<file path="config.mk">
export PLATFORM = sky130hd
export DESIGN_NAME = front_end
export DESIGN_NICKNAME = d
export VERILOG_FILES = /design/src/source/frontend_pkg.sv /design/src/source/front_end.sv /design/src/source/decode_stage.sv /design/src/source/parcel_aligner.sv /design/src/source/fetch_buffer.sv /design/src/source/pc_gen.sv
export SDC_FILE = /design/constraint.sdc
export NUM_CORES = 1
export LEC_CHECK = 0
export ABC_CLOCK_PERIOD_IN_PS = 3600
export BUFFER_PORTS_ARGS = -buffer_cell sky130_fd_sc_hd__buf_2
export CORE_MARGIN = 2
export CORE_UTILIZATION = 30
export DETAILED_ROUTE_END_ITERATION = 8
export HOLD_SLACK_MARGIN = 0.03
export RECOVER_POWER = 50
export SLEW_MARGIN = 40
export SYNTH_ARGS = -nofsm -noshare
export SYNTH_HDL_FRONTEND = slang
export SYNTH_HIERARCHICAL = 1
export SYNTH_SLANG_ARGS = --single-unit
</file>
<file path="constraint.sdc">
create_clock -name clk_i -period 3.6 [get_ports clk_i]
set_input_delay 0.18 -clock clk_i [delete_from_list [all_inputs] [get_ports clk_i]]
set_output_delay 0.18 -clock clk_i [all_outputs]
set_load 0.01 [all_outputs]
</file>
<file path="src/source/frontend_pkg.sv">
/*
 * Shared front end types: word widths, the instruction word union,
 * the fetch, fetch-stage and decode-stage bundles, opcode and cause constants
 */
`default_nettype none

package frontend_pkg;

    typedef logic [31:0] xlen_t;
    typedef logic [15:0] parcel_t;
    typedef logic [4:0]  reg_idx_t;

    // One 32-bit word seen as two parcels or as the base R-type fields
    typedef union packed {
        struct packed {
            parcel_t upper;
            parcel_t lower;
        } parcels;
        struct packed {
            logic [6:0] funct7;
            reg_idx_t   rs2;
            reg_idx_t   rs1;
            logic [2:0] funct3;
            reg_idx_t   rd;
            logic [6:0] opcode;
        } fields;
    } instr_word_u;

    // Memory word together with the address that requested it
    typedef struct packed {
        xlen_t addr;
        xlen_t word;
    } fetch_word_t;

    typedef struct packed {
        logic        valid;
        instr_word_u instr;
        xlen_t       pc;
        logic        compressed;
        logic        misaligned;
    } if_stage_t;

    typedef struct packed {
        logic       valid;
        xlen_t      pc;
        xlen_t      instr;
        logic       compressed;
        reg_idx_t   rs1;
        reg_idx_t   rs2;
        reg_idx_t   rd;
        logic       branch;
        logic       jump;
        logic       exception;
        logic [4:0] cause;
    } dc_stage_t;

    localparam logic [6:0] OPCODE_BRANCH = 7'b1100011;
    localparam logic [6:0] OPCODE_JAL    = 7'b1101111;
    localparam logic [6:0] OPCODE_JALR   = 7'b1100111;

    localparam logic [4:0] CAUSE_INSTR_MISALIGNED = 5'd0;
    localparam logic [4:0] CAUSE_INSTR_ILLEGAL    = 5'd2;

    // The first sequential step lands on address zero
    localparam xlen_t RESET_PC = 32'hFFFF_FFFC;

endpackage

`default_nettype wire
</file>
<file path="src/source/front_end.sv">
/*
 * Instruction front end top level: pc generation, fetch buffer,
 * parcel aligner and decode stage with shared redirect and stall
 */
`default_nettype none

module front_end #(
    parameter int unsigned FETCH_BUFFER_DEPTH = 4
) (
    input  logic                    clk_i,
    input  logic                    rst_n_i,
    input  logic                    exception_i,
    input  logic                    interrupt_i,
    input  logic                    handler_return_i,
    input  logic                    executed_i,
    input  logic                    taken_i,
    input  logic                    jump_i,
    input  logic                    flush_i,
    input  frontend_pkg::xlen_t     handler_pc_i,
    input  frontend_pkg::xlen_t     handler_return_pc_i,
    input  frontend_pkg::xlen_t     branch_target_i,
    input  logic                    stall_i,
    output logic                    fetch_o,
    output frontend_pkg::xlen_t     fetch_addr_o,
    input  logic                    mem_valid_i,
    input  frontend_pkg::xlen_t     mem_word_i,
    output frontend_pkg::dc_stage_t dc_o
);

    frontend_pkg::fetch_word_t head;
    frontend_pkg::if_stage_t   if_stage;

    logic redirect;
    logic buffer_full;
    logic buffer_empty;
    logic pop;

    // ============================================================
    // PC generation and fetch buffer
    // ============================================================

    pc_gen u_pc_gen (
        .clk_i               ( clk_i               ),
        .rst_n_i             ( rst_n_i             ),
        .exception_i         ( exception_i         ),
        .interrupt_i         ( interrupt_i         ),
        .handler_return_i    ( handler_return_i    ),
        .executed_i          ( executed_i          ),
        .taken_i             ( taken_i             ),
        .jump_i              ( jump_i              ),
        .flush_i             ( flush_i             ),
        .handler_pc_i        ( handler_pc_i        ),
        .handler_return_pc_i ( handler_return_pc_i ),
        .branch_target_i     ( branch_target_i     ),
        .buffer_full_i       ( buffer_full         ),
        .fetch_o             ( fetch_o             ),
        .fetch_addr_o        ( fetch_addr_o        ),
        .redirect_o          ( redirect            )
    );

    fetch_buffer #(
        .FETCH_BUFFER_DEPTH ( FETCH_BUFFER_DEPTH )
    ) u_fetch_buffer (
        .clk_i        ( clk_i        ),
        .rst_n_i      ( rst_n_i      ),
        .flush_i      ( redirect     ),
        .fetch_i      ( fetch_o      ),
        .fetch_addr_i ( fetch_addr_o ),
        .mem_valid_i  ( mem_valid_i  ),
        .mem_word_i   ( mem_word_i   ),
        .pop_i        ( pop          ),
        .head_o       ( head         ),
        .empty_o      ( buffer_empty ),
        .full_o       ( buffer_full  )
    );

    // ============================================================
    // Fetch and decode stages
    // ============================================================

    parcel_aligner u_parcel_aligner (
        .clk_i   ( clk_i        ),
        .rst_n_i ( rst_n_i      ),
        .flush_i ( redirect     ),
        .stall_i ( stall_i      ),
        .head_i  ( head         ),
        .empty_i ( buffer_empty ),
        .pop_o   ( pop          ),
        .if_o    ( if_stage     )
    );

    decode_stage u_decode_stage (
        .clk_i   ( clk_i    ),
        .rst_n_i ( rst_n_i  ),
        .flush_i ( redirect ),
        .stall_i ( stall_i  ),
        .if_i    ( if_stage ),
        .dc_o    ( dc_o     )
    );

endmodule

`default_nettype wire

</file>
<file path="src/source/decode_stage.sv">
/*
 * Reduced decode: register fields, branch and jump class,
 * exception merge and the decode-stage register
 */
`default_nettype none

module decode_stage (
    input  logic                    clk_i,
    input  logic                    rst_n_i,
    input  logic                    flush_i,
    input  logic                    stall_i,
    input  frontend_pkg::if_stage_t if_i,
    output frontend_pkg::dc_stage_t dc_o
);

    frontend_pkg::dc_stage_t dc_q;
    frontend_pkg::reg_idx_t  rs1;
    frontend_pkg::reg_idx_t  rs2;
    frontend_pkg::reg_idx_t  rd;
    logic [6:0]              opcode;
    logic                    full;
    logic                    illegal;

    assign opcode = if_i.instr.fields.opcode;
    assign full   = ~if_i.compressed;

    // Compressed parcels leave unexpanded, so no registers are reported for them
    assign rs1 = full ? if_i.instr.fields.rs1 : '0;
    assign rs2 = full ? if_i.instr.fields.rs2 : '0;
    assign rd  = full ? if_i.instr.fields.rd : '0;

    assign illegal = full & (opcode[1:0] != 2'b11);

    always_ff @(posedge clk_i) begin
        if (!rst_n_i || flush_i) begin
            dc_q.valid <= 1'b0;
        end else if (!stall_i) begin
            dc_q.valid <= if_i.valid;
        end
    end

    always_ff @(posedge clk_i) begin
        if (!stall_i) begin
            dc_q.pc         <= if_i.pc;
            dc_q.instr      <= if_i.instr;
            dc_q.compressed <= if_i.compressed;
            dc_q.rs1        <= rs1;
            dc_q.rs2        <= rs2;
            dc_q.rd         <= rd;
            dc_q.branch     <= full & (opcode == frontend_pkg::OPCODE_BRANCH);
            dc_q.jump       <= full & ((opcode == frontend_pkg::OPCODE_JAL)
                                    || (opcode == frontend_pkg::OPCODE_JALR));
            dc_q.exception  <= if_i.misaligned | illegal;
            // Misaligned fetch takes precedence over the opcode check
            dc_q.cause      <= if_i.misaligned ? frontend_pkg::CAUSE_INSTR_MISALIGNED
                                               : frontend_pkg::CAUSE_INSTR_ILLEGAL;
        end
    end

    assign dc_o = dc_q;

    // The aligner only ever hands over full instructions with both low bits set
    a_full_opcode: assert property (
        @(posedge clk_i) disable iff (!rst_n_i)
        (if_i.valid && full) |-> (opcode[1:0] == 2'b11))
        else $error("decode_stage: full instruction opcode 0x%0h at pc 0x%08h",
                    opcode, if_i.pc);

endmodule

`default_nettype wire

</file>
<file path="src/source/parcel_aligner.sv">
/*
 * Parcel aligner: splits buffered words into compressed and full
 * instructions, fuses instructions that cross a word, fetch-stage register
 */
`default_nettype none

module parcel_aligner (
    input  logic                      clk_i,
    input  logic                      rst_n_i,
    input  logic                      flush_i,
    input  logic                      stall_i,
    input  frontend_pkg::fetch_word_t head_i,
    input  logic                      empty_i,
    output logic                      pop_o,
    output frontend_pkg::if_stage_t   if_o
);

    frontend_pkg::instr_word_u head_word;
    frontend_pkg::instr_word_u instr;
    frontend_pkg::parcel_t     upper_q;
    frontend_pkg::xlen_t       base_pc;
    frontend_pkg::xlen_t       instr_pc;
    frontend_pkg::if_stage_t   if_q;

    logic sel_upper_q;
    logic cross_q;
    logic first_q;
    logic sel_upper;
    logic active;
    logic lower_compressed;
    logic upper_full;
    logic lower_done;
    logic emit;
    logic compressed;

    assign head_word = head_i.word;
    assign active    = ~empty_i & ~stall_i;

    // A target with bit 1 set begins on the upper parcel of its first word
    assign sel_upper = sel_upper_q | (first_q & head_i.addr[1] & ~cross_q);

    assign lower_compressed = (head_word.parcels.lower[1:0] != 2'b11);
    assign upper_full       = (head_word.parcels.upper[1:0] == 2'b11);

    // Lower parcel used alone, upper parcel still to be handled
    assign lower_done = ~sel_upper & (cross_q | lower_compressed);

    // ============================================================
    // Instruction selection
    // ============================================================

    always_comb begin
        instr      = head_word;
        compressed = 1'b0;
        emit       = 1'b1;
        if (cross_q) begin
            instr.parcels.upper = head_word.parcels.lower;
            instr.parcels.lower = upper_q;
        end else if (sel_upper) begin
            instr.parcels.upper = '0;
            instr.parcels.lower = head_word.parcels.upper;
            compressed          = ~upper_full;
            // A full instruction here waits for the next word
            emit                = ~upper_full;
        end else if (lower_compressed) begin
            instr.parcels.upper = '0;
            compressed          = 1'b1;
        end
    end

    // Low bits keep the fetched bit 0 so a misaligned target stays visible
    assign base_pc = {head_i.addr[31:2], 1'b0, head_i.addr[0]};

    always_comb begin
        if (cross_q) begin
            instr_pc = base_pc - 32'd2;
        end else if (sel_upper) begin
            instr_pc = base_pc + 32'd2;
        end else begin
            instr_pc = base_pc;
        end
    end

    // The word stays at the head only while its upper compressed parcel is pending
    assign pop_o = active & ~(lower_done & ~upper_full);

    // ============================================================
    // Aligner state and fetch-stage register
    // ============================================================

    always_ff @(posedge clk_i) begin
        if (!rst_n_i || flush_i) begin
            sel_upper_q <= 1'b0;
            cross_q     <= 1'b0;
            first_q     <= 1'b1;
        end else if (active) begin
            sel_upper_q <= lower_done & ~upper_full;
            cross_q     <= (lower_done | sel_upper) & upper_full;
            if (pop_o) begin
                first_q <= 1'b0;
            end
        end
    end

    always_ff @(posedge clk_i) begin
        if (active && upper_full) begin
            upper_q <= head_word.parcels.upper;
        end
    end

    always_ff @(posedge clk_i) begin
        if (!rst_n_i || flush_i) begin
            if_q.valid <= 1'b0;
        end else if (!stall_i) begin
            if_q.valid <= ~empty_i & emit;
        end
    end

    always_ff @(posedge clk_i) begin
        if (!stall_i) begin
            if_q.instr      <= instr;
            if_q.pc         <= instr_pc;
            if_q.compressed <= compressed;
            if_q.misaligned <= head_i.addr[0];
        end
    end

    assign if_o = if_q;

endmodule

`default_nettype wire

</file>
<file path="src/source/fetch_buffer.sv">
/*
 * Fetch buffer: request addresses reserved at fetch time,
 * memory words filled on response, head presented to the aligner
 */
`default_nettype none

module fetch_buffer #(
    parameter int unsigned FETCH_BUFFER_DEPTH = 4
) (
    input  logic                      clk_i,
    input  logic                      rst_n_i,
    input  logic                      flush_i,
    input  logic                      fetch_i,
    input  frontend_pkg::xlen_t       fetch_addr_i,
    input  logic                      mem_valid_i,
    input  frontend_pkg::xlen_t       mem_word_i,
    input  logic                      pop_i,
    output frontend_pkg::fetch_word_t head_o,
    output logic                      empty_o,
    output logic                      full_o
);

    localparam int unsigned PTR_W = $clog2(FETCH_BUFFER_DEPTH);
    localparam int unsigned CNT_W = PTR_W + 1;

    frontend_pkg::xlen_t addr_q [FETCH_BUFFER_DEPTH];
    frontend_pkg::xlen_t word_q [FETCH_BUFFER_DEPTH];

    logic [FETCH_BUFFER_DEPTH-1:0] filled_q;
    logic [PTR_W-1:0]              rsv_ptr_q;
    logic [PTR_W-1:0]              fill_ptr_q;
    logic [PTR_W-1:0]              rd_ptr_q;
    logic [CNT_W-1:0]              count_q;
    logic [PTR_W-1:0]              rsv_idx;

    // A redirect fetch restarts the buffer at slot zero
    assign rsv_idx = flush_i ? '0 : rsv_ptr_q;

    always_ff @(posedge clk_i) begin
        if (fetch_i) begin
            addr_q[rsv_idx] <= fetch_addr_i;
        end
        if (mem_valid_i && !flush_i) begin
            word_q[fill_ptr_q] <= mem_word_i;
        end
    end

    always_ff @(posedge clk_i) begin
        if (!rst_n_i) begin
            filled_q   <= '0;
            rsv_ptr_q  <= '0;
            fill_ptr_q <= '0;
            rd_ptr_q   <= '0;
            count_q    <= '0;
        end else if (flush_i) begin
            // Words still in flight belong to the old stream and are dropped
            filled_q   <= '0;
            rsv_ptr_q  <= PTR_W'(fetch_i);
            fill_ptr_q <= '0;
            rd_ptr_q   <= '0;
            count_q    <= CNT_W'(fetch_i);
        end else begin
            if (fetch_i) begin
                rsv_ptr_q <= rsv_ptr_q + 1'b1;
            end
            if (pop_i) begin
                filled_q[rd_ptr_q] <= 1'b0;
                rd_ptr_q           <= rd_ptr_q + 1'b1;
            end
            if (mem_valid_i) begin
                filled_q[fill_ptr_q] <= 1'b1;
                fill_ptr_q           <= fill_ptr_q + 1'b1;
            end
            count_q <= count_q + CNT_W'(fetch_i) - CNT_W'(pop_i);
        end
    end

    assign head_o  = '{addr: addr_q[rd_ptr_q], word: word_q[rd_ptr_q]};
    assign empty_o = ~filled_q[rd_ptr_q];
    assign full_o  = (count_q == CNT_W'(FETCH_BUFFER_DEPTH));

    a_no_fetch_when_full: assert property (
        @(posedge clk_i) disable iff (!rst_n_i)
        (fetch_i && !flush_i) |-> !full_o)
        else $error("fetch_buffer: slot reserved while full, count 0x%0h", count_q);

    a_no_pop_when_empty: assert property (
        @(posedge clk_i) disable iff (!rst_n_i)
        pop_i |-> !empty_o)
        else $error("fetch_buffer: pop while empty");

endmodule

`default_nettype wire

</file>
<file path="src/source/pc_gen.sv">
/*
 * Program counter register and next fetch address selection
 */
`default_nettype none

module pc_gen (
    input  logic                clk_i,
    input  logic                rst_n_i,
    input  logic                exception_i,
    input  logic                interrupt_i,
    input  logic                handler_return_i,
    input  logic                executed_i,
    input  logic                taken_i,
    input  logic                jump_i,
    input  logic                flush_i,
    input  frontend_pkg::xlen_t handler_pc_i,
    input  frontend_pkg::xlen_t handler_return_pc_i,
    input  frontend_pkg::xlen_t branch_target_i,
    input  logic                buffer_full_i,
    output logic                fetch_o,
    output frontend_pkg::xlen_t fetch_addr_o,
    output logic                redirect_o
);

    frontend_pkg::xlen_t pc_q;
    logic                run_q;
    logic                resolved_taken;

    // An executed branch that falls through keeps the sequential stream
    assign resolved_taken = executed_i & (taken_i | jump_i);
    assign redirect_o = exception_i | interrupt_i | handler_return_i
                      | resolved_taken | flush_i;

    // Sequential fetching only starts the cycle after reset is released
    assign fetch_o = redirect_o | (run_q & ~buffer_full_i);

    always_comb begin
        if (exception_i || interrupt_i) begin
            fetch_addr_o = handler_pc_i;
        end else if (handler_return_i) begin
            fetch_addr_o = handler_return_pc_i;
        end else if (resolved_taken) begin
            fetch_addr_o = branch_target_i;
        end else begin
            fetch_addr_o = pc_q + 32'd4;
        end
    end

    always_ff @(posedge clk_i) begin
        if (!rst_n_i) begin
            pc_q  <= frontend_pkg::RESET_PC;
            run_q <= 1'b0;
        end else begin
            run_q <= 1'b1;
            if (fetch_o) begin
                pc_q <= fetch_addr_o;
            end
        end
    end

endmodule

`default_nettype wire

</file>
Word-level counts from Yosys, hierarchy flattened
Memories as Yosys holds them, arrays and structs flattened. A register that Yosys moved wholly into a read port is not among the register bits.
Index checks and enable logic that the tools add are counted.
{"block": "word_totals", "out_inout_bits": 122, "memories": 2, "wordCells": 133, "inputBits": 139, "reg_bits": 221, "ramBits": 256}
{"block": "op_classes", "n_mux": 37, "n_bitwise": 34, "n_lt_le_gt_ge": 4, "eq_ne": 7, "n_addsub": 8, "reduce_logical": 12}
{"name": "u_fetch_buffer.addr_q", "depth": 4, "word_bits": 32, "read_ports": 1, "rd_ports_with_merged_regs": 1, "wr": 1, "line": "fetch_buffer.sv:26", "rtl": "frontend_pkg::xlen_t addr_q [FETCH_BUFFER_DEPTH];"}
{"name": "u_fetch_buffer.word_q", "depth": 4, "word_bits": 32, "read_ports": 1, "rd_ports_with_merged_regs": 1, "wr": 1, "line": "fetch_buffer.sv:27", "rtl": "frontend_pkg::xlen_t word_q [FETCH_BUFFER_DEPTH];"}
{"operator": "$mux 32", "n": 6}
{"operator": "$mux 16", "n": 3}
{"operator": "$add 32x2->32 const B", "n": 1}
{"operator": "$add 32x3->32 const B", "n": 1}
{"operator": "$sub 32x2->32 const B", "n": 1}
{"operator": "$eq 7x7->1 const B", "n": 3}
{"operator": "$mux 4", "n": 4}
{"operator": "$mux 1", "n": 15}
{"operator": "$and 1x1->1", "n": 13}
{"operator": "$mux 2", "n": 6}
{"operator": "$or 1x1->1", "n": 10}
{"operator": "$not 1->1", "n": 8}
{"operator": "$add 2x1->2 const B", "n": 3}
{"operator": "$lt 2x3->1 const B", "n": 2}
{"operator": "$and 4x4->4", "n": 1}
{"operator": "$demux 1 s2", "n": 2}
{"operator": "$ge 2x1->1 const B", "n": 2}
{"operator": "$logic_and 1x1->1", "n": 4}
{"operator": "$ne 2x2->1 const B", "n": 2}
{"operator": "$not 4->4", "n": 1}
{"operator": "$or 4x4->4", "n": 1}
{"operator": "$add 3x1->3", "n": 1}
{"operator": "$eq 3x3->1 const B", "n": 1}
{"operator": "$logic_or 1x1->1", "n": 3}
{"operator": "other kinds (7)", "n": 8}

Depth between registers and ports, before layout
Gate-level depths: netlist (run 1).
{"block": "depth", "depth_word": 13, "depth_mapped": 13, "depth_no_buf": 10}

Modules after synthesis
Netlist (run 1), hierarchy kept.
{"module": "fetch_buffer", "cells_each": 423, "area_per_inst_um2": 10107.2, "seq_area_each_um2": 7987.7, "instances": 1}
{"module": "parcel_aligner", "cells_each": 267, "area_per_inst_um2": 3769.9, "seq_area_each_um2": 2512.4, "instances": 1}
{"module": "pc_gen", "cells_each": 421, "area_per_inst_um2": 2874.0, "seq_area_each_um2": 660.6, "instances": 1}
{"module": "decode_stage", "cells_each": 117, "area_per_inst_um2": 2780.2, "seq_area_each_um2": 2542.4, "instances": 1}

Worst setup path after synthesis (run 1)
No wires, ideal clock.
{"block": "synth_path", "kind": "input-to-reg", "start": "in jump_i", "end": "mem u_fetch_buffer/addr_q[2][0] (netlist name), enable pin", "path_slack_ps": 101, "arrival_ps": 3078, "path_buffers": 2, "path_stages": 9, "required_ps": 3179, "setup_time_ps": 421, "path_cell_list": "o21a_1 clkbuf_1 or3_1 nor2_1 inv_2 clkbuf_1 nor2b_1 nand2_1 nor2_1"}
{"block": "synth_between", "elab_chain_len": 7, "elab_cells_between_ends": 8, "cone_classes": "mux (3); bitwise (5)"}
{"element": "start: declaration", "line": "front_end.sv:17", "rtl": "input logic jump_i,"}
{"element": "$or 1x1->1", "line": "pc_gen.sv:30", "rtl": "assign resolved_taken = executed_i & (taken_i | jump_i);"}
{"element": "$and 1x1->1", "line": "pc_gen.sv:30"}
{"element": "$or 1x1->1 (2 in a row)", "line": "pc_gen.sv:32", "rtl": "| resolved_taken | flush_i;"}
{"element": "net redirect", "line": "front_end.sv:33", "rtl": "logic redirect;"}
{"element": "$or 1x1->1", "line": "pc_gen.sv:35", "rtl": "assign fetch_o = redirect_o | (run_q & ~buffer_full_i);"}
{"element": "net fetch_o", "line": "front_end.sv:23", "rtl": "output logic fetch_o,"}
{"element": "$mux 1", "line": "fetch_buffer.sv:40", "rtl": "if (fetch_i) begin"}
{"element": "$mux 1 (not written as such)", "line": "fetch_buffer.sv:41", "rtl": "addr_q[rsv_idx] <= fetch_addr_i;"}
{"element": "end: declaration", "line": "fetch_buffer.sv:26"}
The timed path passes the listed nets, and every way through them passes these cells.

Worst setup path in the final report (run 1)
{"block": "layout_path", "start": "reg u_pc_gen.pc_q[7]", "end": "out fetch_addr_o[27]"}
{"block": "layout_between", "elab_chain_len": 4}
{"element": "start: declaration", "line": "pc_gen.sv:25", "rtl": "frontend_pkg::xlen_t pc_q;"}
{"element": "start signal: assignment", "line": "pc_gen.sv:51", "rtl": "pc_q <= frontend_pkg::RESET_PC;"}
{"element": "start signal: assignment", "line": "pc_gen.sv:56", "rtl": "pc_q <= fetch_addr_o;"}
{"element": "$add 32x3->32", "line": "pc_gen.sv:45", "rtl": "fetch_addr_o = pc_q + 32'd4;"}
{"element": "$mux 32", "line": "pc_gen.sv:42", "rtl": "end else if (resolved_taken) begin"}
{"element": "$mux 32", "line": "pc_gen.sv:40", "rtl": "end else if (handler_return_i) begin"}
{"element": "$mux 32", "line": "pc_gen.sv:38", "rtl": "if (exception_i || interrupt_i) begin"}
{"element": "end: declaration", "line": "front_end.sv:24", "rtl": "output frontend_pkg::xlen_t fetch_addr_o,"}
No other way between the ends.

==> results.sh, run 1 <==
export IMPL_status="complete, but fails checks"
export IMPL_violations="max-capacitance violations, max-slew violations"
export IMPL_fin_cells=2453
export IMPL_yosysTopAreaCellShare=0.6473
export IMPL_rr_worst_depth=10
export IMPL_via_count=11560
export IMPL_area_growth_syn_to_layout_pct=21.39
export IMPL_peakVddDrop_uv=377.9
export IMPL_dp_hpwl_mm=33.56
export IMPL_dieHeight_um=259.2
export IMPL_worst_ep_arrival_time_ns=3.20
export IMPL_dp_cells=2307
export IMPL_drt_wl_total_mm=47.66
export IMPL_start_util=0.3030
export IMPL_power_leakage_nw=8.114
export IMPL_fp_dieW_um=259.2
export IMPL_cts_inserted_buffers=51
export IMPL_htree_levels=2
export IMPL_post_cts_setup_buffer_count=0
export IMPL_ant_nets=0
export IMPL_avgSynthCellArea_um2=15.90
export IMPL_clock_sinks=474
export IMPL_min_from="handler_pc_i[15]"
export IMPL_root_buffer="clkbuf_16"
export IMPL_fin_util=0.3678
export IMPL_worstMarginPinSlew_ns=2.084
export IMPL_power_mw=12.20
export IMPL_slew_violations=100
export IMPL_slowest_stage="or4_4"
export IMPL_crit_chain="nand3_2 > or4_4 > or4_1 > and4_4 > nor2_1 > buf_2"
export IMPL_r2r_end="u_fetch_buffer/count_q[2]$_SDFF_PP0_"
export IMPL_hold_viol_final=0
export IMPL_drive_gt1_frac=0.2099
export IMPL_yosysWarnings=6
export IMPL_crit_path_start_kind="flop"
export IMPL_grt_pass1_vias=11540
export IMPL_std_cell_rows=93
export IMPL_period_needed_ns=3.384
export IMPL_avgRoutedWirePerCell_um=19.43
export IMPL_drc=0
export IMPL_fmax_mhz=295.5
export IMPL_layout_nets=1707
export IMPL_drt_iter0_drc=733
export IMPL_worstPathRequired_ns=3.42
export IMPL_die_area_um2=67160
export IMPL_gp_congestion=0.8933
export IMPL_netlist_instances=1228
export IMPL_synthFlopType="edfxtp_1"
export IMPL_cpPeakStageDelay_ns=0.72
export IMPL_worstHoldPathType="input pin to flop"
export IMPL_async_flop_share=0
export IMPL_endpoint_kind="primary output"
export IMPL_finalCritPeriodShare=0.9401
export IMPL_rsz0062_at_grt="no"
export IMPL_path_class="flop to primary output"
export IMPL_cts_buffer_depth=3
export IMPL_setup_tns_ns=0
export IMPL_synth_edf_count=421
export IMPL_synth_cell_area_um2=19530
export IMPL_setup_viol_count_final=0
export IMPL_drt_pass1_iterations=5
export IMPL_clk_pin_slew_ns=0.06
export IMPL_synth_distinct_cells=75
export IMPL_clkLatencyLatePin_ns=0.59
export IMPL_cap_violations=3
export IMPL_yosys_top_cells_area="edfxtp_1 (65%), mux4_2 (7.0%), dfxtp_1 (5.4%)"
export IMPL_seq_area_frac_synth=0.7016
export IMPL_worstPathMaxFanout=15
export IMPL_worst_r2r_setup_slack_ns=0.60
export IMPL_io_buffers=256
export IMPL_holdPathStages=3
export IMPL_grt_usage=0.1389
export IMPL_grt_max_degree=62
export IMPL_synth_ff_latch_count=474
export IMPL_skew_ns=0.02559
export IMPL_grt_pass1_wl_mm=71.13
export IMPL_grt_overflow=0
export IMPL_cts_tree="yes"
export IMPL_io_pins=261
export IMPL_hold_end="u_pc_gen/pc_q[15]$_SDFFE_PN1P_"
export IMPL_routed_via_density=4.714
export IMPL_slew_headroom=-0.3895
export IMPL_power_density_nw_per_um2=514.4
export IMPL_core_area_um2=64460
export IMPL_antenna_found_initial=4
export IMPL_synth_top_area_cell="edfxtp_1"
critical path, delay by kind of cell, from the launching register on:
| kind | cells | cell delay [ns] |
|---|---|---|
| buf+inv | 1 | 0.22 |
| simple gates | 5 | 1.97 |
| flops | 1 | 0.41 |
cells in the final DEF, fill, tap and decap left out, types with 44 or more instances in the layout:
master and n:
edfxtp_1 421, clkbuf_1 138, buf_2 137, nand2_1 96, nor2_1 70, mux4_2 61
clkbuf_16 53, dfxtp_1 50, dlygate4sd3_1 48, a21oi_1 44
power breakdown:
group | internal (mW) | switching (mW)
Clock | 2.96 | 2.07
Sequential | 6.21 | 0.0958
Combinational | 0.321 | 0.542
Total | 9.49 | 2.71
cells in the mapped netlist, types with 16 or more instances:
cell / count
edfxtp_1: 421
nand2_1: 96
nor2_1: 75
mux4_2: 61
dfxtp_1: 53
a21oi_1: 44
clkbuf_1: 34
inv_1: 34
o21ai_0: 34
xor2_1: 28
mux2i_1: 26
nand3_1: 22
nor3_1: 20
xnor2_1: 18
a22o_1: 16
nor2b_1: 16
worst max path at each step:
stage	start	to	slack (ns)	cells past startpoint
floorplan	jump_i	u_fetch_buffer/addr_q[2][0]$_DFFE_PP_	0.10	9
global placement	flop	u_fetch_buffer/count_q[2]$_SDFF_PP0_	0.50	10
detailed placement	flop	u_parcel_aligner/if_o[18]$_DFFE_PN_	0.54	6
CTS	u_pc_gen/pc_q[2]$_SDFFE_PN1P_	fetch_addr_o[26]	0.02	7
global route	u_pc_gen/pc_q[2]$_SDFFE_PN1P_	fetch_addr_o[20]	0.05	7
finish	u_pc_gen/pc_q[7]$_SDFFE_PN1P_	fetch_addr_o[27]	0.22	6
stage by stage:
| step | hold WS, ns | instance area, µm² | worst slack, ns |
|---|---|---|---|
| after global placement | 0.3917 | 21760 | 0.5001 |
| after floorplan | 0.2077 | 19540 | 0.1011 |
| after CTS | 0.03589 | 23870 | 0.02121 |
| after global routing | 0.06017 | 23710 | 0.05481 |
| final | 0.08177 | 23710 | 0.2155 |
| after detailed placement | 0.3949 | 21760 | 0.5360 |
state kept, by name, indices dropped and copies added, names as in the netlist, 2 cells and up, named ones only:
register / flops
u_fetch_buffer/count_q: 3
u_fetch_buffer/word_q: 128
u_parcel_aligner/if_o: 66
u_fetch_buffer/rsv_ptr_q: 2
u_fetch_buffer/fill_ptr_q: 2
u_decode_stage/dc_o: 85
u_fetch_buffer/rd_ptr_q: 2
u_pc_gen/pc_q: 32
u_fetch_buffer/addr_q: 128
u_parcel_aligner/upper_q: 16
u_fetch_buffer/filled_q: 4
layer usage:
| layer | GRT usage | wire length [µm] | up-vias |
|---|---|---|---|
| met1 | 0.1916 | 21540 | 5734 |
| li1 | - | - | 5437 |
| met2 | 0.2287 | 22730 | 309 |
| met3 | 0.01914 | 2112 | 77 |
| met4 | 0.04135 | 1236 | 6 |
| met5 | 0 | 41 | - |
layout make-up:
class | instances | area (µm²)
fill | 6137 | 40760
multi-input combinational | 655 | 5325
tap | 855 | 1070
inverter | 35 | 132.6
clock inverter | 25 | 216.5
antenna | 2 | 5.005
clock buffer | 69 | 1406
sequential | 474 | 13710
timing repair buffer | 338 | 1844
repair_timing:
| action | 4_1_cts | 5_1_grt |
|---|---|---|
| resized for setup | 1 | 2 |
| hold buffers | 48 | 0 |
| endpoints found under the hold margin | 151 | 0 |
| setup endpoints to repair | 2 | 3 |
kinds of logic after synthesis:
logic type / Yosys count / share of synthesized area
other cells: 1 / 0.0001920
buf+inv: 102 / 0.02710
flops: 474 / 0.7016
xor+xnor: 46 / 0.02063
mux: 91 / 0.08905
compound gates: 184 / 0.06522
fa+ha+maj: 13 / 0.008712
simple gates: 317 / 0.08751
Power figures use the tool's default switching activity.
==> inputs of run 2 (changes only) <==
Settings changed: SYNTH_HIERARCHICAL 1 to not set.
==> results.sh, run 2 <==
export IMPL_start_util=0.3044
export IMPL_hold_viol_final=0
export IMPL_skew_ns=0.01721
export IMPL_avgRoutedWirePerCell_um=18.81
export IMPL_std_cell_rows=92
export IMPL_grt_max_degree=152
export IMPL_yosysTopAreaCellShare=0.6560
export IMPL_die_area_um2=66280
export IMPL_grt_pass1_vias=11650
export IMPL_antenna_found_initial=2
export IMPL_drt_pass1_iterations=6
export IMPL_cts_inserted_buffers=49
export IMPL_period_needed_ns=3.402
export IMPL_clk_pin_slew_ns=0.06
export IMPL_yosys_top_cells_area="edfxtp_1 (66%), mux4_2 (7.6%), dfxtp_1 (5.5%)"
export IMPL_status="complete, but fails checks"
export IMPL_combPwrFrac=0.073
export IMPL_worstHoldPathType="input pin to flop"
export IMPL_synth_cell_area_um2=19270
export IMPL_cts_tree="yes"
export IMPL_io_pins=261
export IMPL_synth_common_cells="edfxtp_1 (421), nand2_1 (104), nor2_1 (86), a21oi_1 (71), mux4_2 (65)"
export IMPL_area_growth_syn_to_layout_pct=21.94
export IMPL_crit_path_start_kind="flop"
export IMPL_drc=0
export IMPL_clkLatencyLatePin_ns=0.57
export IMPL_synth_distinct_cells=65
export IMPL_worstMarginPinSlew_ns=2.051
export IMPL_p_switching_mw=2.677
export IMPL_grt_pass1_wl_mm=69.07
export IMPL_dp_hpwl_mm=32.22
export IMPL_slew_violations=100
export IMPL_synth_top_area_cell="edfxtp_1"
export IMPL_avgSynthCellArea_um2=15.49
export IMPL_path_class="flop to primary output"
export IMPL_design_area_um2=23500
export IMPL_drive_gt1_frac=0.2095
export IMPL_power_frac_seq=0.527
export IMPL_worstPathMaxFanout=6
export IMPL_dp_cells=2327
export IMPL_fin_cells=2461
export IMPL_drt_iter0_drc=822
export IMPL_grt_usage=0.1355
export IMPL_clock_sinks=474
export IMPL_worst_ep_arrival_time_ns=3.22
export IMPL_endpoint_kind="primary output"
export IMPL_finalCritPeriodShare=0.9449
export IMPL_fmax_mhz=294.0
export IMPL_setup_viol_count_final=0
export IMPL_cts_buffer_depth=3
export IMPL_mostFrequentLayoutCell="edfxtp_1"
export IMPL_switching_share=0.2244
export IMPL_drt_wl_total_mm=46.28
export IMPL_post_cts_setup_buffer_count=0
export IMPL_power_leakage_nw=7.955
export IMPL_violations="max-capacitance violations, max-slew violations"
export IMPL_dieHeight_um=257.5
export IMPL_yosysWarnings=0
export IMPL_worstPathRequired_ns=3.42
export IMPL_postPlaceCellArea_um2=21710
export IMPL_io_buffers=256
export IMPL_netlist_instances=1244
export IMPL_seq_area_frac_synth=0.7111
export IMPL_setup_tns_ns=0
export IMPL_final_cell_mix="edfxtp_1 (421), clkbuf_1 (136), buf_2 (136), nand2_1 (104), nor2_1 (81)"
export IMPL_htree_levels=2
export IMPL_root_buffer="clkbuf_16"
export IMPL_synth_ff_latch_count=474
export IMPL_cap_violations=2
export IMPL_pwr_share_clk=0.401
export IMPL_core_area_um2=63310
export IMPL_synthFlopType="edfxtp_1"
export IMPL_layout_nets=1726
export IMPL_synth_edf_count=421
export IMPL_power_mw=11.93
export IMPL_ant_nets=0
export IMPL_p_int_mw=9.249
export IMPL_slew_headroom=-0.3671
export IMPL_routed_via_density=4.761
export IMPL_power_density_nw_per_um2=507.5
export IMPL_peakVddDrop_uv=316.9
export IMPL_gp_congestion=0.8843
export IMPL_yosysMostFrequentCell="edfxtp_1"
export IMPL_fp_dieW_um=257.5
export IMPL_async_flop_share=0
export IMPL_via_count=11720
export IMPL_grt_overflow=0
[run 2: cell count changes in the layout (fill, tap and decap cells not counted), moves of 9 or more]
cell and delta:
o21bai_1 -12, nor2_1 +11, buf_4 +9, a21oi_1 +21, o21ai_1 +10, xnor2_1 +16
[run 2: power groups by stage]
stage | registers (mW) | clock network (mW) | logic [mW]
after floorplan | 6.40 | 0 | 0.432
after CTS | 6.28 | 4.92 | 0.890
after global routing | 6.30 | 5.13 | 0.943
final | 6.28 | 4.78 | 0.867
after detailed placement | 6.40 | 0 | 0.846
after global placement | 6.39 | 0 | 0.828
[run 2: cell type report]
cell class,count,area [µm²]
clock inverter,31,251.5
tap,846,1059
inverter,28,108.9
multi-input combinational,680,5259
timing repair buffer,341,1847
clock buffer,59,1264
sequential,474,13710
antenna,2,5.005
fill,6026,39810
[run 2: repair_timing]
action | 4_1_cts | 5_1_grt
gates resized for setup | 0 | 8
setup endpoints to repair | 0 | 7
hold endpoints to repair | 143 | 0
hold buffers | 41 | 0
[run 2: cell families (layout without fill, tap and decap cells)]
family          count (synthesis)  count (layout)  synth area share
compound gates                203             203           0.06662
xor+xnor                       55              55           0.02500
fa+ha+maj                      13              13          0.008830
buf+inv                        93             459           0.02130
flops                         474             474            0.7111
mux                            89              89           0.08849
other cells                     1               6         0.0001946
simple gates                  316             316           0.07850
[run 2: routing by layer]
layer  vias to the layer above  routed length (µm)  global-route usage
met5                         -                  13                   0
li1                       5462                   -                   -
met2                       319               21920              0.2188
met3                        80                2547             0.02502
met4                         2                1343             0.04833
met1                      5855               20460              0.1828
[run 2: path summary, 6_finish.rpt]
kind	from	to	slack (ns)	cells after the start
max reg2reg	flop	u_parcel_aligner.if_o[23]$_DFFE_PN_	0.29	8
max	u_pc_gen.pc_q[2]$_SDFFE_PN1P_	fetch_addr_o[24]	0.20	8
min reg2reg	u_parcel_aligner.if_o[27]$_DFFE_PN_	u_decode_stage.dc_o[81]$_DFFE_PN_	0.42	0
min	flush_i	u_fetch_buffer.rsv_ptr_q[0]$_SDFFE_PN0P_	0.08	4
[run 2: per-stage QoR]
step / hold slack [ns] / setup WS, ns / utilization
2_1_floorplan: 0.2077 / -0.3630 / -
3_3_place_gp: 0.3921 / 0.3992 / 0.3429
3_5_place_dp: 0.3962 / 0.3522 / 0.3429
4_1_cts: 0.04396 / 0.06806 / 0.3733
5_1_grt: 0.07518 / -0.009383 / 0.3711
6_report: 0.07837 / 0.1982 / 0.3712
[run 2: worst max-delay path, cell delays in order, from the launching register on]
cell	delay, ns
dfxtp_1	0.43
ha_1	0.33
inv_1	0.16
nor2_1	0.31
nand4_1	0.27
xnor2_1	0.21
a21oi_1	0.09
nor2_1	0.56
buf_2	0.29
==> inputs of run 3 (changes only) <==
Settings changed: GPL_TIMING_DRIVEN set to 0.
==> results.sh, run 3 (same netlist as run 2, synthesis figures left out) <==
export IMPL_status="complete, but fails checks"
export IMPL_violations="max-capacitance violations"
export IMPL_power_density_nw_per_um2=516.8
export IMPL_worst_ep_arrival_time_ns=3.31
export IMPL_grt_max_degree=33
export IMPL_drt_wl_total_mm=51.44
export IMPL_layout_nets=1769
export IMPL_rr_worst_depth=15
export IMPL_r2r_end="u_fetch_buffer.count_q[2]$_SDFF_PP0_"
export IMPL_slew_headroom=0.01635
export IMPL_peakVddDrop_uv=313.8
export IMPL_p_int_mw=9.627
export IMPL_gp_congestion=0.9061
export IMPL_worstHoldPathType="input pin to flop"
export IMPL_grt_pass1_vias=12280
export IMPL_power_mw=12.43
export IMPL_antenna_found_initial=4
export IMPL_crit_buf_inv=2
export IMPL_pwr_share_clk=0.421
export IMPL_grt_pass1_wl_mm=75.96
export IMPL_routed_via_density=4.805
export IMPL_switching_share=0.2254
export IMPL_worstPathMaxFanout=6
export IMPL_dp_hpwl_mm=38.14
export IMPL_via_count=12030
export IMPL_power_leakage_nw=8.130
export IMPL_whs_ns=0.06341
export IMPL_rsz0062_at_grt="yes"
export IMPL_path_depth=8
export IMPL_io_pins=261
export IMPL_core_area_um2=63310
export IMPL_area_growth_syn_to_layout_pct=24.80
export IMPL_drive_gt1_frac=0.2141
export IMPL_mostFrequentLayoutCell="edfxtp_1"
export IMPL_io_buffers=255
export IMPL_setup_viol_count_final=0
export IMPL_cap_violations=1
export IMPL_drt_pass1_iterations=6
export IMPL_endpoint_kind="primary output"
export IMPL_power_frac_seq=0.505
export IMPL_period_needed_ns=3.487
export IMPL_worstPathRequired_ns=3.42
export IMPL_final_cell_mix="edfxtp_1 (421), clkbuf_1 (174), buf_2 (144), nand2_1 (103), nor2_1 (79)"
export IMPL_finalCritPeriodShare=0.9685
export IMPL_grt_overflow=0
export IMPL_htree_levels=2
export IMPL_clkLatencyLatePin_ns=0.59
export IMPL_fp_dieW_um=257.5
export IMPL_slew_violations=0
export IMPL_cts_buffer_depth=3
export IMPL_crit_path_start_kind="flop"
export IMPL_fin_cells=2504
export IMPL_grt_usage=0.1517
export IMPL_worstMarginPinSlew_ns=1.460
export IMPL_fin_util=0.3799
export IMPL_holdPathStages=5
export IMPL_clk_pin_slew_ns=0.07
export IMPL_clock_sinks=474
export IMPL_die_area_um2=66280
export IMPL_drc=0
export IMPL_postPlaceCellArea_um2=22100
export IMPL_cpPeakStageDelay_ns=0.66
export IMPL_start_util=0.3044
export IMPL_avgRoutedWirePerCell_um=20.54
export IMPL_ant_nets=0
export IMPL_slowest_stage="or4_1"
export IMPL_std_cell_rows=92
export IMPL_cts_inserted_buffers=49
export IMPL_design_area_um2=24050
export IMPL_skew_ns=0.01853
export IMPL_crit_chain="ha_1 > inv_1 > or4_1 > nor3b_2 > xor2_1 > a21oi_1 > nor2_4 > buf_2"
export IMPL_drt_iter0_drc=889
export IMPL_path_class="flop to primary output"
export IMPL_p_switching_mw=2.801
export IMPL_hold_viol_final=0
export IMPL_num_antenna_cells=0
export IMPL_min_from="handler_pc_i[20]"
export IMPL_fillers=6083
export IMPL_cts_tree="yes"
export IMPL_path_delay_family="simple AND/OR/NAND/NOR gates"
export IMPL_fmax_mhz=286.8
export IMPL_worst_r2r_setup_slack_ns=0.19
export IMPL_dieHeight_um=257.5
export IMPL_combPwrFrac=0.074
export IMPL_root_buffer="clkbuf_16"
export IMPL_hold_end="u_pc_gen.pc_q[20]$_SDFFE_PN1P_"
export IMPL_dp_cells=2370
## run 3: cell types whose count changed in the layout (fill, tap and decap cells not counted), sizes merged
cell,before,now
bufinv,3,8
clkbuf,187,228
inv,30,33
dlygate4sd3,41,40
clkinvlp,5,4
clkinv,21,19
diode,2,0
## run 3: worst min-delay path, cell delays in order
cell and delay, ns:
buf_2 0.10, nand2_1 0.06, a32oi_1 0.09, nand2_1 0.08, o211ai_1 0.08
## run 3: worst max-delay path by stage
stage / startpoint / to / slack, ns
after CTS: flop / u_fetch_buffer.count_q[2]$_SDFF_PP0_ / 0.003
after floorplan: stall_i / u_fetch_buffer.count_q[2]$_SDFF_PP0_ / -0.36
final: u_pc_gen.pc_q[2]$_SDFFE_PN1P_ / fetch_addr_o[22] / 0.11
after global placement: u_fetch_buffer.count_q[1]$_SDFF_PP0_ / u_fetch_buffer.addr_q[0][20]$_DFFE_PP_ / -1.90
after global routing: u_fetch_buffer.count_q[2]$_SDFF_PP0_ / u_fetch_buffer.count_q[2]$_SDFF_PP0_ / -0.01
after detailed placement: flop / u_fetch_buffer.count_q[2]$_SDFF_PP0_ / -0.72
## run 3: area by class of cell
type,count,area (µm²),share of cell area
Timing Repair Buffer,320,1800,0.07487
Multi-Input combinational cell,680,5381,0.2238
Clock inverter,36,422.9,0.01758
Sequential cell,474,13700,0.5698
Inverter,28,106.4,0.004422
Tap cell,846,1059,0.04401
Buffer,64,322.8,0.01342
Clock buffer,56,1252,0.05208
## run 3: per-layer routing
metal	vias up	share of wire	wire, µm	GRT usage
met4	6	0.028	1458	0.05218
met2	367	0.49	25250	0.2543
met5	-	0.00080	41	0
met3	98	0.054	2782	0.02571
met1	6005	0.43	21900	0.1988
li1	5556	-	-	-
## run 3: power groups by stage
stage	clock network [mW]	logic [mW]	registers (mW)
finish	5.23	0.917	6.28
CTS	5.36	0.949	6.28
floorplan	0	0.432	6.40
global placement	0	0.850	6.40
global route	5.56	0.990	6.30
detailed placement	0	0.894	6.39
## run 3: what timing repair did
action,in CTS,in global routing
buffers inserted,2,0
hold buffers,40,0
resized for setup,17,18
hold endpoints to repair,142,0
setup endpoints to repair,23,14
pin swaps,2,0
## run 3: stage by stage
| step | setup WS [ns] | TNS, ns |
|---|---|---|
| 2_1_floorplan | -0.3630 | -0.5336 |
| 3_3_place_gp | -1.895 | -350.23 |
| 3_5_place_dp | -0.7224 | -1.464 |
| 4_1_cts | 0.003022 | 0 |
| 5_1_grt | -0.01167 | -0.08415 |
| 6_report | 0.1135 | 0 |
